### src/verilog/rvc_config.svh
// shared widths for the compressed expander
// fixed register indices and field patterns
`ifndef RVC_CONFIG_SVH
`define RVC_CONFIG_SVH

// full and compressed instruction widths
`define RVC_ILEN 32
`define RVC_CLEN 16

// architectural registers used implicitly by rvc forms
`define RVC_REG_ZERO 5'd0
`define RVC_REG_RA 5'd1
`define RVC_REG_SP 5'd2

// rd'/rs1'/rs2' prefix, maps x8..x15
`define RVC_CREG_BASE 2'b01

// low bits of a 32-bit encoding
`define RVC_QUAD_FULL 2'b11

`endif

### src/verilog/rvc_pkg.sv
// field typedefs and major opcode enum for the expander
// instruction packing functions for the r, i, s, b, u and j formats
`default_nettype none

`include "rvc_config.svh"

package rvc_pkg;

	typedef logic [`RVC_ILEN-1:0] instr_t;
	typedef logic [`RVC_CLEN-1:0] cinstr_t;
	typedef logic [4:0] reg_idx_t;
	typedef logic [2:0] funct3_t;
	typedef logic [6:0] funct7_t;
	typedef logic [11:0] imm12_t;
	typedef logic [19:0] imm20_t;

	// instr[6:2], only the ones an rvc form expands into
	typedef enum logic [4:0] {
		OPC_LOAD = 5'b00000,
		OPC_OP_IMM = 5'b00100,
		OPC_OP_IMM32 = 5'b00110,
		OPC_STORE = 5'b01000,
		OPC_OP = 5'b01100,
		OPC_LUI = 5'b01101,
		OPC_OP32 = 5'b01110,
		OPC_BRANCH = 5'b11000,
		OPC_JALR = 5'b11001,
		OPC_JAL = 5'b11011,
		OPC_SYSTEM = 5'b11100
	} opcode_e;

	// register-register
	function automatic instr_t pack_r(opcode_e opc, reg_idx_t rd, funct3_t f3,
			reg_idx_t rs1, reg_idx_t rs2, funct7_t f7);
		return {f7, rs2, rs1, f3, rd, opc, `RVC_QUAD_FULL};
	endfunction

	// immediate, loads, jalr, system
	function automatic instr_t pack_i(opcode_e opc, reg_idx_t rd, funct3_t f3,
			reg_idx_t rs1, imm12_t imm);
		return {imm, rs1, f3, rd, opc, `RVC_QUAD_FULL};
	endfunction

	// stores, offset split around rs2/rs1
	function automatic instr_t pack_s(opcode_e opc, funct3_t f3, reg_idx_t rs1,
			reg_idx_t rs2, imm12_t imm);
		return {imm[11:5], rs2, rs1, f3, imm[4:0], opc, `RVC_QUAD_FULL};
	endfunction

	// branches
	// imm holds offset[12:1], bit 0 is always zero
	function automatic instr_t pack_b(opcode_e opc, funct3_t f3, reg_idx_t rs1,
			reg_idx_t rs2, imm12_t imm);
		return {imm[11], imm[9:4], rs2, rs1, f3, imm[3:0], imm[10], opc, `RVC_QUAD_FULL};
	endfunction

	// upper immediate, imm is instr[31:12]
	function automatic instr_t pack_u(opcode_e opc, reg_idx_t rd, imm20_t imm);
		return {imm, rd, opc, `RVC_QUAD_FULL};
	endfunction

	// jal
	// imm holds offset[20:1]
	function automatic instr_t pack_j(opcode_e opc, reg_idx_t rd, imm20_t imm);
		return {imm[19], imm[9:0], imm[10], imm[18:11], rd, opc, `RVC_QUAD_FULL};
	endfunction

endpackage

`default_nettype wire

### src/verilog/rvc_quadrant0_dec.sv
// quadrant 0 expansion: c.addi4spn, c.lw, c.ld, c.sw, c.sd
// float and zcb encodings flagged illegal
`default_nettype none

`include "rvc_config.svh"

module rvc_quadrant0_dec import rvc_pkg::*; (
	input cinstr_t cinstr_i,
	output instr_t instr_o,
	output logic illegal_o
);

	reg_idx_t rd_p;
	reg_idx_t rs1_p;
	imm12_t w_off;
	imm12_t d_off;

	// rd' and rs2' share bits 4:2
	assign rd_p = {`RVC_CREG_BASE, cinstr_i[4:2]};
	assign rs1_p = {`RVC_CREG_BASE, cinstr_i[9:7]};

	// word offset, scaled by 4
	assign w_off = {5'b0, cinstr_i[5], cinstr_i[12:10], cinstr_i[6], 2'b00};
	// double offset, scaled by 8
	assign d_off = {4'b0, cinstr_i[6:5], cinstr_i[12:10], 3'b000};

	always_comb begin
		instr_o = '0;
		illegal_o = 1'b0;
		case (cinstr_i[15:13])
			3'b000: begin
				// addi4spn, nzuimm scaled by 4
				instr_o = pack_i(OPC_OP_IMM, rd_p, 3'b000, `RVC_REG_SP,
					{2'b00, cinstr_i[10:7], cinstr_i[12:11], cinstr_i[5], cinstr_i[6], 2'b00});
				// zero immediate is reserved, covers all-zero word
				illegal_o = ~|cinstr_i[12:5];
			end
			// lw
			3'b010: instr_o = pack_i(OPC_LOAD, rd_p, 3'b010, rs1_p, w_off);
			// ld
			3'b011: instr_o = pack_i(OPC_LOAD, rd_p, 3'b011, rs1_p, d_off);
			// sw
			3'b110: instr_o = pack_s(OPC_STORE, 3'b010, rs1_p, rd_p, w_off);
			// sd
			3'b111: instr_o = pack_s(OPC_STORE, 3'b011, rs1_p, rd_p, d_off);
			// fld, fsd, zcb group
			default: illegal_o = 1'b1;
		endcase
	end

endmodule

`default_nettype wire

### src/verilog/rvc_quadrant1_dec.sv
// quadrant 1 expansion: immediates, lui, shifts, andi, register alu ops
// plus c.j and the two compare-with-zero branches
`default_nettype none

`include "rvc_config.svh"

module rvc_quadrant1_dec import rvc_pkg::*; (
	input cinstr_t cinstr_i,
	output instr_t instr_o,
	output logic illegal_o
);

	reg_idx_t rd;
	reg_idx_t rd_p;
	reg_idx_t rs2_p;
	imm12_t imm6_sx;
	imm12_t sp16_imm;
	imm12_t br_imm;
	imm20_t lui_imm;
	imm20_t j_imm;
	funct3_t alu_f3;

	assign rd = cinstr_i[11:7];
	assign rd_p = {`RVC_CREG_BASE, cinstr_i[9:7]};
	assign rs2_p = {`RVC_CREG_BASE, cinstr_i[4:2]};

	// six-bit immediate, sign from bit 12
	assign imm6_sx = {{6{cinstr_i[12]}}, cinstr_i[12], cinstr_i[6:2]};
	assign lui_imm = {{14{cinstr_i[12]}}, cinstr_i[12], cinstr_i[6:2]};

	// addi16sp nzimm[9:4]
	assign sp16_imm = {{2{cinstr_i[12]}}, cinstr_i[12], cinstr_i[4:3], cinstr_i[5],
		cinstr_i[2], cinstr_i[6], 4'b0000};

	// offset[11:1] scrambled over bits 12:2
	assign j_imm = {{9{cinstr_i[12]}}, cinstr_i[12], cinstr_i[8], cinstr_i[10:9],
		cinstr_i[6], cinstr_i[7], cinstr_i[2], cinstr_i[11], cinstr_i[5:3]};

	// offset[8:1] for beqz/bnez
	assign br_imm = {{4{cinstr_i[12]}}, cinstr_i[12], cinstr_i[6:5], cinstr_i[2],
		cinstr_i[11:10], cinstr_i[4:3]};

	// sub 000, xor 100, or 110, and 111
	assign alu_f3 = {|cinstr_i[6:5], cinstr_i[6], &cinstr_i[6:5]};

	always_comb begin
		instr_o = '0;
		illegal_o = 1'b0;
		case (cinstr_i[15:13])
			// addi
			3'b000: instr_o = pack_i(OPC_OP_IMM, rd, 3'b000, rd, imm6_sx);
			// addiw, rv64 only so no c.jal here
			3'b001: instr_o = pack_i(OPC_OP_IMM32, rd, 3'b000, rd, imm6_sx);
			// li, adds to x0
			3'b010: instr_o = pack_i(OPC_OP_IMM, rd, 3'b000, `RVC_REG_ZERO, imm6_sx);
			3'b011: begin
				// rd of sp selects addi16sp over lui
				if (rd == `RVC_REG_SP)
					instr_o = pack_i(OPC_OP_IMM, rd, 3'b000, rd, sp16_imm);
				else
					instr_o = pack_u(OPC_LUI, rd, lui_imm);
			end
			3'b100: begin
				casez (cinstr_i[11:10])
					// srli, srai; bit 10 sets the arithmetic flag
					2'b0?: instr_o = pack_i(OPC_OP_IMM, rd_p, 3'b101, rd_p,
						{1'b0, cinstr_i[10], 4'b0000, cinstr_i[12], cinstr_i[6:2]});
					// andi
					2'b10: instr_o = pack_i(OPC_OP_IMM, rd_p, 3'b111, rd_p, imm6_sx);
					default: begin
						casez ({cinstr_i[12], cinstr_i[6:5]})
							// sub only has funct7 bit 5 set
							3'b0??: instr_o = pack_r(OPC_OP, rd_p, alu_f3, rd_p, rs2_p,
								{1'b0, ~|cinstr_i[6:5], 5'b00000});
							// subw, addw
							3'b10?: instr_o = pack_r(OPC_OP32, rd_p, 3'b000, rd_p, rs2_p,
								{1'b0, ~cinstr_i[5], 5'b00000});
							// reserved, zcb mul/zext/sext/not
							default: illegal_o = 1'b1;
						endcase
					end
				endcase
			end
			// j, jal with no link
			3'b101: instr_o = pack_j(OPC_JAL, `RVC_REG_ZERO, j_imm);
			// beqz, bnez; bit 13 gives funct3 bit 0
			default: instr_o = pack_b(OPC_BRANCH, {2'b00, cinstr_i[13]}, rd_p,
				`RVC_REG_ZERO, br_imm);
		endcase
	end

endmodule

`default_nettype wire

### src/verilog/rvc_quadrant2_dec.sv
// quadrant 2 expansion: slli, sp-relative loads and stores
// jr, jalr, mv, add and ebreak from the funct3 100 group
`default_nettype none

`include "rvc_config.svh"

module rvc_quadrant2_dec import rvc_pkg::*; (
	input cinstr_t cinstr_i,
	output instr_t instr_o,
	output logic illegal_o
);

	reg_idx_t rd;
	reg_idx_t rs2;
	reg_idx_t link_rd;
	reg_idx_t add_rs1;

	assign rd = cinstr_i[11:7];
	assign rs2 = cinstr_i[6:2];

	// bit 12 picks jalr over jr, add over mv
	assign link_rd = cinstr_i[12] ? `RVC_REG_RA : `RVC_REG_ZERO;
	assign add_rs1 = cinstr_i[12] ? rd : `RVC_REG_ZERO;

	always_comb begin
		instr_o = '0;
		illegal_o = 1'b0;
		case (cinstr_i[15:13])
			// slli, shamt[5] from bit 12
			3'b000: instr_o = pack_i(OPC_OP_IMM, rd, 3'b001, rd,
				{6'b000000, cinstr_i[12], cinstr_i[6:2]});
			// lwsp, offset scaled by 4
			3'b010: instr_o = pack_i(OPC_LOAD, rd, 3'b010, `RVC_REG_SP,
				{4'b0, cinstr_i[3:2], cinstr_i[12], cinstr_i[6:4], 2'b00});
			// ldsp, offset scaled by 8
			3'b011: instr_o = pack_i(OPC_LOAD, rd, 3'b011, `RVC_REG_SP,
				{3'b0, cinstr_i[4:2], cinstr_i[12], cinstr_i[6:5], 3'b000});
			3'b100: begin
				case ({|rd, |rs2})
					2'b00: begin
						// ebreak; the same fields with bit 12 clear are reserved
						instr_o = pack_i(OPC_SYSTEM, `RVC_REG_ZERO, 3'b000,
							`RVC_REG_ZERO, 12'd1);
						illegal_o = ~cinstr_i[12];
					end
					// jr, jalr
					2'b10: instr_o = pack_i(OPC_JALR, link_rd, 3'b000, rd, 12'd0);
					// mv, add
					2'b11: instr_o = pack_r(OPC_OP, rd, 3'b000, add_rs1, rs2, 7'b0000000);
					// x0 destination with a source register
					default: illegal_o = 1'b1;
				endcase
			end
			// swsp
			3'b110: instr_o = pack_s(OPC_STORE, 3'b010, `RVC_REG_SP, rs2,
				{4'b0, cinstr_i[8:7], cinstr_i[12:9], 2'b00});
			// sdsp
			3'b111: instr_o = pack_s(OPC_STORE, 3'b011, `RVC_REG_SP, rs2,
				{3'b0, cinstr_i[9:7], cinstr_i[12:10], 3'b000});
			// fldsp, fsdsp
			default: illegal_o = 1'b1;
		endcase
	end

endmodule

`default_nettype wire

### src/verilog/rvc_expander.sv
// rv64c expander top: three quadrant decoders and the pass-through select
// one output register stage for the expanded word and its flags
`default_nettype none

`include "rvc_config.svh"

module rvc_expander import rvc_pkg::*; (
	input logic clk_i,
	input logic rst_n_i,
	input logic valid_i,
	input instr_t instr_i,
	output logic valid_o,
	output instr_t instr_o,
	output logic compressed_o,
	output logic illegal_o
);

	cinstr_t half;
	instr_t q0_instr;
	instr_t q1_instr;
	instr_t q2_instr;
	logic q0_illegal;
	logic q1_illegal;
	logic q2_illegal;
	instr_t exp_instr;
	logic exp_illegal;
	logic exp_compressed;

	// compressed form sits in the low half of the fetch word
	assign half = instr_i[`RVC_CLEN-1:0];

	rvc_quadrant0_dec u_q0 (
		.cinstr_i(half),
		.instr_o(q0_instr),
		.illegal_o(q0_illegal)
	);

	rvc_quadrant1_dec u_q1 (
		.cinstr_i(half),
		.instr_o(q1_instr),
		.illegal_o(q1_illegal)
	);

	rvc_quadrant2_dec u_q2 (
		.cinstr_i(half),
		.instr_o(q2_instr),
		.illegal_o(q2_illegal)
	);

	assign exp_compressed = instr_i[1:0] != `RVC_QUAD_FULL;

	// quadrant select on the low two bits
	always_comb begin
		case (instr_i[1:0])
			2'b00: {exp_instr, exp_illegal} = {q0_instr, q0_illegal};
			2'b01: {exp_instr, exp_illegal} = {q1_instr, q1_illegal};
			2'b10: {exp_instr, exp_illegal} = {q2_instr, q2_illegal};
			// full-width word goes through untouched
			default: {exp_instr, exp_illegal} = {instr_i, 1'b0};
		endcase
	end

	// outputs hold when no word is strobed in
	always_ff @(posedge clk_i) begin
		if (!rst_n_i) begin
			valid_o <= 1'b0;
			instr_o <= '0;
			compressed_o <= 1'b0;
			illegal_o <= 1'b0;
		end else begin
			valid_o <= valid_i;
			if (valid_i) begin
				instr_o <= exp_instr;
				compressed_o <= exp_compressed;
				illegal_o <= exp_illegal;
			end
		end
	end

endmodule

`default_nettype wire

### config.mk
export PLATFORM = sky130hd
export DESIGN_NAME = rvc_expander
export DESIGN_NICKNAME = d
export VERILOG_FILES = /design/src/verilog/rvc_pkg.sv /design/src/verilog/rvc_quadrant0_dec.sv /design/src/verilog/rvc_quadrant1_dec.sv /design/src/verilog/rvc_quadrant2_dec.sv /design/src/verilog/rvc_expander.sv
export VERILOG_INCLUDE_DIRS = /design/src /design/src/verilog
export SDC_FILE = /design/constraint.sdc
export NUM_CORES = 1
export LEC_CHECK = 0
export BUFFER_PORTS_ARGS = -buffer_cell sky130_fd_sc_hd__buf_2
export CAP_MARGIN = 40
export CORE_MARGIN = 2
export CORE_UTILIZATION = 45
export DETAILED_ROUTE_END_ITERATION = 8
export PLACE_DENSITY = 0.68
export SETUP_SLACK_MARGIN = 0.02
export SYNTH_ARGS = -nofsm -noshare
export SYNTH_HDL_FRONTEND = slang
export SYNTH_SLANG_ARGS = --single-unit
### constraint.sdc
create_clock -name clk_i -period 6.1 [get_ports clk_i]
set_input_delay 0.305 -clock clk_i [delete_from_list [all_inputs] [get_ports clk_i]]
set_output_delay 0.305 -clock clk_i [all_outputs]
set_load 0.005 [all_outputs]
# Word level (Yosys, flattened, before mapping)
# Cells that the tools add are included.
[word_totals]
memories = 0
rom_bits = 0
latchBits = 0
reg_bits = 35
ramBits = 0
output_inout_bits = 35
inputBits = 35
word_cells = 54
[op_classes]
bitwise_logic = 3
eq_ne = 15
n_mul = 0
order_cmp = 0
div = 0
mux = 17
shifts = 0
n_reduce_logical = 15
n_addsub = 0
[op_table]
columns = ["op", "count"]
rows = [
  ["one-hot mux 32 bit (6 select lines)", 1],
  ["one-hot mux 29 bit (6 select lines)", 1],
  ["one-hot mux 30 bit (5 select lines)", 1],
  ["one-hot mux 32 bit (3 select lines)", 1],
  ["one-hot mux 25 bit (3 select lines)", 1],
  ["one-hot mux 32 bit (2 select lines)", 1],
  ["one-hot mux 31 bit (2 select lines)", 1],
  ["two-way mux 29 bit", 1],
  ["OR reduction 5 bit", 3],
  ["equality test 3 bit, second input constant", 4],
  ["equality test 2 bit, second input constant", 5],
  ["OR reduction 2 bit", 4],
  ["OR reduction 8 bit", 1],
  ["equality test 3 x 2 -> 1 bit, second input constant", 2],
  ["one-hot mux 1 bit (2 select lines)", 3],
  ["equality test 5 x 2 -> 1 bit, second input constant", 1],
  ["two-way mux 5 bit", 1],
  ["zero test 2 bit", 2],
  ["two-way mux 1 bit", 4],
  ["OR reduction 4 bit", 1],
  ["equality test 3 x 1 -> 1 bit, second input constant", 1],
  ["zero test 3 bit", 1],
  ["NOT 1 bit", 3],
  ["one-hot mux 1 bit (3 select lines)", 1],
  ["other kinds (4)", 5],
]

# Depth between registers and ports, before layout
# Gate-level depths: netlist of the first run.
[logic_depth]
word_depth = 6
depth_mapped = 9

# Hierarchy
# Synthesis of the first run repeated with hierarchy kept, for this count alone.
[unflattened]
cells_unflattened = 450
hier_area_um2 = 3697.3
[by_module_without_submodules]
columns = ["module", "n_inst", "cells_each", "area_per_inst_um2", "seq_area_each_um2"]
rows = [
  ["rvc_expander", 1, 197, 2072.0, 700.7],
  ["rvc_quadrant1_dec", 1, 122, 754.5, 0.0],
  ["rvc_quadrant2_dec", 1, 84, 549.3, 0.0],
  ["rvc_quadrant0_dec", 1, 47, 321.6, 0.0],
]

# Worst setup path after synthesis of the first run
# OpenSTA, ideal clock, no wires.
[synth_path]
path_kind = "in2reg"
start = "in instr_i[2]"
end = "reg instr_o[9]"
n_path_buf = 1
cell_stages = 8
path_slack_ns = 3.917
t_arrival_ns = 2.037
cell_sequence = "clkbuf_1 or4_4 ha_1 nand2b_1 a21oi_1 a211oi_1 o41ai_1 a41oi_1"
[synth_via]
elab_chain_len = 5
word_cells_on_any_way = 7
cone_classes = "2 x eq/ne; 3 x mux; 2 x reduce/logical"
[synth_rtl]
columns = ["item", "line", "rtl"]
rows = [
  ["start: declaration", "rvc_expander.sv:11", "input instr_t instr_i,"],
  ["OR reduction 5 bit (*)", "rvc_quadrant2_dec.sv:39", "case ({|rd, |rs2})"],
  ["equality test 2 bit / zero test 2 bit (equally long branches)", "rvc_quadrant2_dec.sv:39", ""],
  ["one-hot mux 25 bit (3 select lines) (*)", "rvc_quadrant2_dec.sv:39", ""],
  ["one-hot mux 29 bit (6 select lines) (*)", "rvc_quadrant2_dec.sv:28", "case (cinstr_i[15:13])"],
  ["one-hot mux 32 bit (3 select lines) (*)", "rvc_expander.sv:54", "case (instr_i[1:0])"],
  ["end signal: assignment", "rvc_expander.sv:73", "instr_o <= exp_instr;"],
  ["end: declaration", "rvc_expander.sv:13", "output instr_t instr_o,"],
]
# Every way passes the cells marked *; elsewhere a longest branch is shown, timed or not.
# A chain may end at the register's enable or synchronous reset.

# Final worst setup path of the first run
[layout_path]
start = "in instr_i[11]"
end = "reg instr_o[9]"
[layout_via]
elab_chain_len = 5
word_cells_on_any_way = 11
cone_classes = "3 x eq/ne; 5 x mux; 1 x bitwise; 2 x reduce/logical"
[layout_rtl]
columns = ["item", "line"]
rows = [
  ["OR reduction 5 bit", "rvc_quadrant2_dec.sv:39"],
  ["equality test 2 bit / zero test 2 bit (equally long branches)", "rvc_quadrant2_dec.sv:39"],
  ["one-hot mux 25 bit (3 select lines)", "rvc_quadrant2_dec.sv:39"],
  ["one-hot mux 29 bit (6 select lines)", "rvc_quadrant2_dec.sv:28"],
  ["one-hot mux 32 bit (3 select lines) (*)", "rvc_expander.sv:54"],
]
# Marked as above.

==> results of run 1 <==
[cells by family after synthesis]
logic type                 Yosys count  synth area share, %
and+or+nand+nor                    150                 24.8
buffers and inverters               64                 8.41
muxes                                4                 1.32
AOI/OAI and AO/OA                  189                 41.1
DFF                                 35                 22.4
adders and majority gates            5                 2.00
[Yosys cell counts, types with 6 or more instances]
cell type                  count  share of area [%]
sky130_fd_sc_hd__o221ai_1      6                1.7
sky130_fd_sc_hd__a31oi_1      17                3.4
sky130_fd_sc_hd__dfxtp_1      35                 22
sky130_fd_sc_hd__nand4_1       8                1.6
sky130_fd_sc_hd__a21oi_1      32                5.1
sky130_fd_sc_hd__o31ai_1       6                1.4
sky130_fd_sc_hd__nand3_1      12                1.9
sky130_fd_sc_hd__o21ai_0      52                8.3
sky130_fd_sc_hd__nor2_1       28                3.4
sky130_fd_sc_hd__and2_1        8                1.6
sky130_fd_sc_hd__nand2_1      45                5.4
sky130_fd_sc_hd__nor2b_1      11                2.2
sky130_fd_sc_hd__clkbuf_1     26                3.1
sky130_fd_sc_hd__a221oi_1      9                2.5
sky130_fd_sc_hd__nor3_1       11                1.8
sky130_fd_sc_hd__inv_1        13                1.6
sky130_fd_sc_hd__o211ai_1      6                1.4
sky130_fd_sc_hd__buf_2        17                2.7
[registers in the layout, indices dropped and copies added (netlist names)]
| register | cells |
|---|---|
| compressed_o | 1 |
| illegal_o | 1 |
| instr_o | 32 |
| valid_o | 1 |
[power groups by stage]
stage / Sequential [mW] / Combinational (mW) / Clock (mW)
after detailed placement: 0.257 / 0.192 / 0
final: 0.252 / 0.200 / 0.171
after floorplan: 0.259 / 0.118 / 0
after global routing: 0.254 / 0.214 / 0.180
after CTS: 0.252 / 0.192 / 0.174
after global placement: 0.257 / 0.193 / 0
[cells in the final DEF, fill, tap and decap left out, types with 6 or more instances in the layout]
cell type	instances
sky130_fd_sc_hd__a21oi_1	32
sky130_fd_sc_hd__a221oi_1	9
sky130_fd_sc_hd__a31oi_1	17
sky130_fd_sc_hd__and2_1	8
sky130_fd_sc_hd__buf_2	69
sky130_fd_sc_hd__buf_4	6
sky130_fd_sc_hd__dfxtp_1	35
sky130_fd_sc_hd__inv_1	13
sky130_fd_sc_hd__nand2_1	45
sky130_fd_sc_hd__nand3_1	12
sky130_fd_sc_hd__nand4_1	8
sky130_fd_sc_hd__nor2_1	28
sky130_fd_sc_hd__nor2b_1	11
sky130_fd_sc_hd__nor3_1	11
sky130_fd_sc_hd__o211ai_1	6
sky130_fd_sc_hd__o21ai_0	52
sky130_fd_sc_hd__o221ai_1	6
sky130_fd_sc_hd__o31ai_1	6
[routing by layer]
| metal | global-route usage (%) | wire length (um) | vias to the layer above |
|---|---|---|---|
| met5 | 0 | 0 | - |
| met4 | 19.0 | 701 | 0 |
| met3 | 7.30 | 1580 | 68 |
| met2 | 50.1 | 5650 | 309 |
| met1 | 49.5 | 5570 | 1848 |
| li1 | - | - | 1774 |
[worst min-delay path, delay by kind of cell]
kind                   cells  cell delay (ns)
AND/OR/NAND/NOR            1             0.04
buffers and inverters      1             0.09
AO/OA/AOI/OAI              1             0.07
[area by class of cell]
type	count	area [um^2]
Clock inverter	1	5.00
Tap cell	80	100
Sequential cell	35	701
Multi-Input combinational cell	348	2160
Fill cell	714	3250
Clock buffer	7	76.3
Inverter	17	63.8
Timing Repair Buffer	76	394
[worst paths after layout]
path	slack, ns	end	cells past startpoint
setup / recovery	3.38	instr_o[9]	9
hold / removal	0.26	instr_o[30]	3
setup reg to reg	5.08	instr_o[15]	4
hold reg to reg	0.44	instr_o[4]	2
[metrics by stage]
stage	hold slack [ns]	utilization (%)
2_1_floorplan	0.435	-
3_3_place_gp	0.419	50.2
3_5_place_dp	0.429	50.5
4_1_cts	0.264	51.7
5_1_grt	0.267	51.8
6_report	0.261	51.8
==> flow_summary.ini, run 1 <==
[critical_path]
crit_type = in -> reg
worstSetupEndpointType = flop
cp_max_fo = 17
cp_data_arrival_time_ns = 2.86
timing.critical_path.max_delay_family = simple AND/OR/NAND/NOR gates
crit_path_start_kind = input pin
timing.critical_path.cells = buf_2, nor4_4, nand2b_1, ha_1, nand2b_1, a21oi_1, a211oi_1, o41ai_1, a41oi_1
worstPathRequired_ns = 6.24
crit_start = instr_i[11]
cp_buf_inv_count = 1
crit_path_max_incr_delay_ns = 0.50
critical_path.slowest_cell = sky130_fd_sc_hd__nor4_4
critical-path-top-cell-by-count = sky130_fd_sc_hd__nand2b_1
r2r-start = instr_o[15]

[finish]
fin_area_um2 = 3500
area_growth_from_synthesis_to_layout_pct = 12.0
final_cells = 564
layout-drive-gt1-share_pct = 19.2
num-nets-final = 523
n_antenna_cell = 0

[timing]
finalCritPeriodShare_pct = 44.6
setup-violations-final = 0
grt_setup_unrepaired = no
layout_min_cycle_time_ns = 2.72
slew_violations = 0
worst_slew_margin_rel_pct = 43.7
timing_worst_slew_pin_value_ns = 0.843
maxClockFrequency_mhz = 368
finalHoldViolCount = 0
clock_tree_skew_after_final_layout_ns = 0
final_sum_of_negative_setup_slack_ns = 0
setup_slack_ns = 3.38

[pwr]
switching_share_pct = 37.1
powerDensity_nw_per_um2 = 178
share_comb_of_total_power_pct = 32.1
netSwitchingPower_uw = 231
p_clk_share_pct = 27.4
leakagePower_nw = 1.40
vdd_ir_drop_max_v = 0.0000873
power.share.sequential_pct = 40.4
cell_internal_pwr_uw = 392
total_power_uw = 623

[placed_design]
dpl_worst_slack_ns = 3.21
globalplace.congestion = 1.01
hpwl_um = 9150
placement.io_buffers = 69
dpl_cell_area_um2 = 3410
dp_cells = 555

[run]
timing.max_cap.violations = 0

[synth]
syn-num-nets = 487
async_reset_ff_share_pct = 0
synthesis.area_um2 = 3130
yosysWarningCount = 0
postSynth.topFlopCell = sky130_fd_sc_hd__dfxtp_1
synth-edff-count = 0
synth-seq-area-share_pct = 22.4
yosys.cell_types.count = 71
postSynthRegisterBits = 35
syn-instance-count = 447
post_synth.cell_area_avg_um2 = 6.99

[cts]
path_clk_slew_ns = 0.08
tritoncts_num_sinks = 35
number_of_buffers_created_by_cts = 5
post_cts.repair.setup_buffers = 0
cts_root_buf = sky130_fd_sc_hd__clkbuf_8
max-clock-path-buffers = 2
cts.repair.resized = 0
clkLatencyLatePin_ns = 0.30
holdBufCountCts = 0
htree_levels = 2
cts_tree = done

[routing]
detailedRoute.firstIterationViolations = 678
dr.pass1.iters = 7
drt-total-wl_um = 13500
per_cell_routed_wire_length_um = 23.9
ant_nets = 0
routed-via-count = 3999
post_drt_via_cell_ratio = 7.09
post-route-drc-count = 0

[global_route]
antenna_found_initial = 0
grt_first_pass_wirelength_um = 20400
grt_overflow_total = 0
grt.total_usage_pct = 35.3
vias_in_the_first_global_route = 3603
grt_start_max_net_pins = 46

[die]
die_width_um = 87.3
placeable_core_area_um2 = 6760
start_util_pct = 46.3
height_of_the_die_um = 87.3
io_pins = 70
die_area_um2 = 7630
num_rows = 30

[worst_hold_path]
hold_path.startpoint = instr_i[30]
timing.hold.worst.class = in -> reg

[run_status]
run_status = completed
Note: power is estimated with default switching activity, not from simulation.
==> run 2: changes to the inputs <==
ABC_AREA = 1   (was unset)
PLACE_DENSITY = 0.71   (was 0.68)
clock period = 2.25 ns   (was 6.1 ns; I/O delays follow)
==> flow_summary.ini, run 2 <==
[synth]
syn-num-nets = 554
synth-edff-count = 0
post_synth.cell_area_avg_um2 = 5.75
fraction_of_post_synthesis_cell_area_in_the_top_cell_type_by_area_pct = 23.7
postSynthRegisterBits = 35
syn-instance-count = 514
yosysWarningCount = 0
synth_top_cells_by_count = sky130_fd_sc_hd__nand2_1 (161), sky130_fd_sc_hd__nor2_1 (55), sky130_fd_sc_hd__a21oi_1 (47)
yosys.cell_count.top_type = sky130_fd_sc_hd__nand2_1
synthesis.area_um2 = 2960
postSynth.topFlopCell = sky130_fd_sc_hd__dfxtp_1
async_reset_ff_share_pct = 0
synth-seq-area-share_pct = 23.7
synth_top_cells_by_area = sky130_fd_sc_hd__dfxtp_1 (24%), sky130_fd_sc_hd__nand2_1 (20%), sky130_fd_sc_hd__a21oi_1 (8.0%)
synthDominantAreaCellType = sky130_fd_sc_hd__dfxtp_1
yosys.cell_types.count = 36

[timing]
layout_min_cycle_time_ns = 1.77
worst_slew_margin_rel_pct = 53.1
final_sum_of_negative_setup_slack_ns = 0
maxClockFrequency_mhz = 565
setup_slack_ns = 0.479
worst_hold_slack_ns = 0.0892
setup-violations-final = 0
finalCritPeriodShare_pct = 78.7
clock_tree_skew_after_final_layout_ns = 0
timing_worst_slew_pin_value_ns = 0.703
grt_setup_unrepaired = no
finalHoldViolCount = 0
slew_violations = 0

[placed_design]
dpl_worst_slack_ns = 0.253
hpwl_um = 9350
dp_cells = 650
globalplace.congestion = 1.03
placement.io_buffers = 69

[global_route]
vias_in_the_first_global_route = 3537
grt.total_usage_pct = 34.4
grt_start_max_net_pins = 27
grt_first_pass_wirelength_um = 19200
antenna_found_initial = 0
grt_overflow_total = 0

[critical_path]
crit_type = in -> reg
timing.critical_path.max_delay_family = simple AND/OR/NAND/NOR gates
cp_max_fo = 6
regToRegSetupSlack_ns = 1.52
critical_path.slowest_cell = sky130_fd_sc_hd__o21ai_1
crit_path_start_kind = input pin
cp_data_arrival_time_ns = 1.99
crit_path_max_incr_delay_ns = 0.26
worstSetupEndpointType = flop
worstPathRequired_ns = 2.47
cp_buf_inv_count = 2
critical-path-top-cell-by-count = sky130_fd_sc_hd__nand2_1
timing.critical_path.cells = buf_2, nor2_1, nand3_1, ha_1, inv_1, nand3_1, o21ai_1, nand2_1, nand3_1, nand2_1, nand2_1, nand2_1, a21oi_1

[die]
num_rows = 29
die_width_um = 85.1
height_of_the_die_um = 85.1
io_pins = 70
start_util_pct = 46.6
placeable_core_area_um2 = 6350
die_area_um2 = 7230

[finish]
n_antenna_cell = 0
leading_cell_type_in_the_layout_fill_and_taps_excluded = sky130_fd_sc_hd__nand2_1
layout-drive-gt1-share_pct = 19.1
top_register = instr_o
largest_register_ffs = 32
area_growth_from_synthesis_to_layout_pct = 16.8
num-nets-final = 620
mostFrequentLayoutCells = sky130_fd_sc_hd__nand2_1 (161), sky130_fd_sc_hd__buf_2 (69), sky130_fd_sc_hd__nor2_1 (55)
final_cells = 658

[cts]
post_cts.repair.setup_buffers = 0
tritoncts_num_sinks = 35
path_clk_slew_ns = 0.08
clkLatencyLatePin_ns = 0.29
htree_levels = 2
cts.repair.resized = 0
cts_root_buf = sky130_fd_sc_hd__clkbuf_8
max-clock-path-buffers = 2
cts_tree = done
number_of_buffers_created_by_cts = 5
holdBufCountCts = 0

[run_status]
run_status = completed

[routing]
per_cell_routed_wire_length_um = 18.9
maxUsedRoutingLayer = met4
met3_wirelength_um = 1160
routed-via-count = 3898
post_drt_via_cell_ratio = 5.92
dr.pass1.iters = 7
met1_length_um = 5020
routed_length_on_met2_um = 5620
detailedRoute.firstIterationViolations = 515
ant_nets = 0
drt-total-wl_um = 12400
post-route-drc-count = 0

[worst_hold_path]
timing.hold.worst.class = in -> reg

[pwr]
total_power_mw = 1.66
powerDensity_nw_per_um2 = 480
vdd_ir_drop_max_v = 0.000291
leakagePower_nw = 1.77

[run]
timing.max_cap.violations = 0
[run 2: changes by cell type in the layout (fill, tap and decap cells not counted), moves of 9 or more]
cell	delta
sky130_fd_sc_hd__nor2b_1	-11
sky130_fd_sc_hd__nor2_1	+27
sky130_fd_sc_hd__nand2_1	+116
sky130_fd_sc_hd__a31oi_1	-10
sky130_fd_sc_hd__nand3_1	+26
sky130_fd_sc_hd__a21oi_1	+15
sky130_fd_sc_hd__inv_1	+31
sky130_fd_sc_hd__o21ai_0	-10
sky130_fd_sc_hd__a221oi_1	-9
[run 2: area by class of cell]
| cell class | instances | area (um^2) |
|---|---|---|
| clock buffer | 6 | 72.6 |
| clock inverter | 2 | 12.5 |
| fill | 709 | 2900 |
| inverter | 49 | 186 |
| multi-input combinational | 408 | 1950 |
| sequential | 35 | 701 |
| tap | 77 | 96.3 |
| timing repair buffer | 81 | 435 |
[run 2: per-stage QoR]
stage / utilization [%] / area [um^2]
floorplan: - / 2960
global placement: 53.1 / 3370
detailed placement: 53.1 / 3370
CTS: 54.4 / 3450
global route: 54.4 / 3450
finish: 54.4 / 3450
[run 2: per-layer routing]
metal | GRT usage (%) | up-vias
met2 | 56.5 | 257
met1 | 44.5 | 1758
met3 | 5.45 | 59
li1 | - | 1824
met5 | 0 | -
met4 | 14.9 | 0
[run 2: kinds of logic (layout without fill, tap and decap cells)]
group / Yosys count / after routing / share of synthesized area [%]
AOI/OAI and AO/OA: 122 / 122 / 22.9
and+or+nand+nor: 281 / 281 / 41.0
buffers and inverters: 71 / 138 / 10.3
adders and majority gates: 5 / 5 / 2.12
DFF: 35 / 35 / 23.7
[run 2: final timing paths]
check	end	cells after the start	startpoint
max	instr_o[15]	13	instr_i[5]
min	instr_o[30]	3	instr_i[30]
max reg2reg	instr_o[8]	2	instr_o[8]
min reg2reg	instr_o[2]	2	instr_o[2]
[run 2: worst reg2reg max path, delay by kind of cell, from the launching register on]
family / cells / cell delay [ns]
flip-flops: 1 / 0.32
AO/OA/AOI/OAI: 2 / 0.26
[run 2: where the power goes]
group	total (mW)	switching, mW	internal [mW]
clock	0.469	0.253	0.217
combinational	0.513	0.349	0.165
sequential	0.675	0.0168	0.658
total	1.66	0.618	1.04
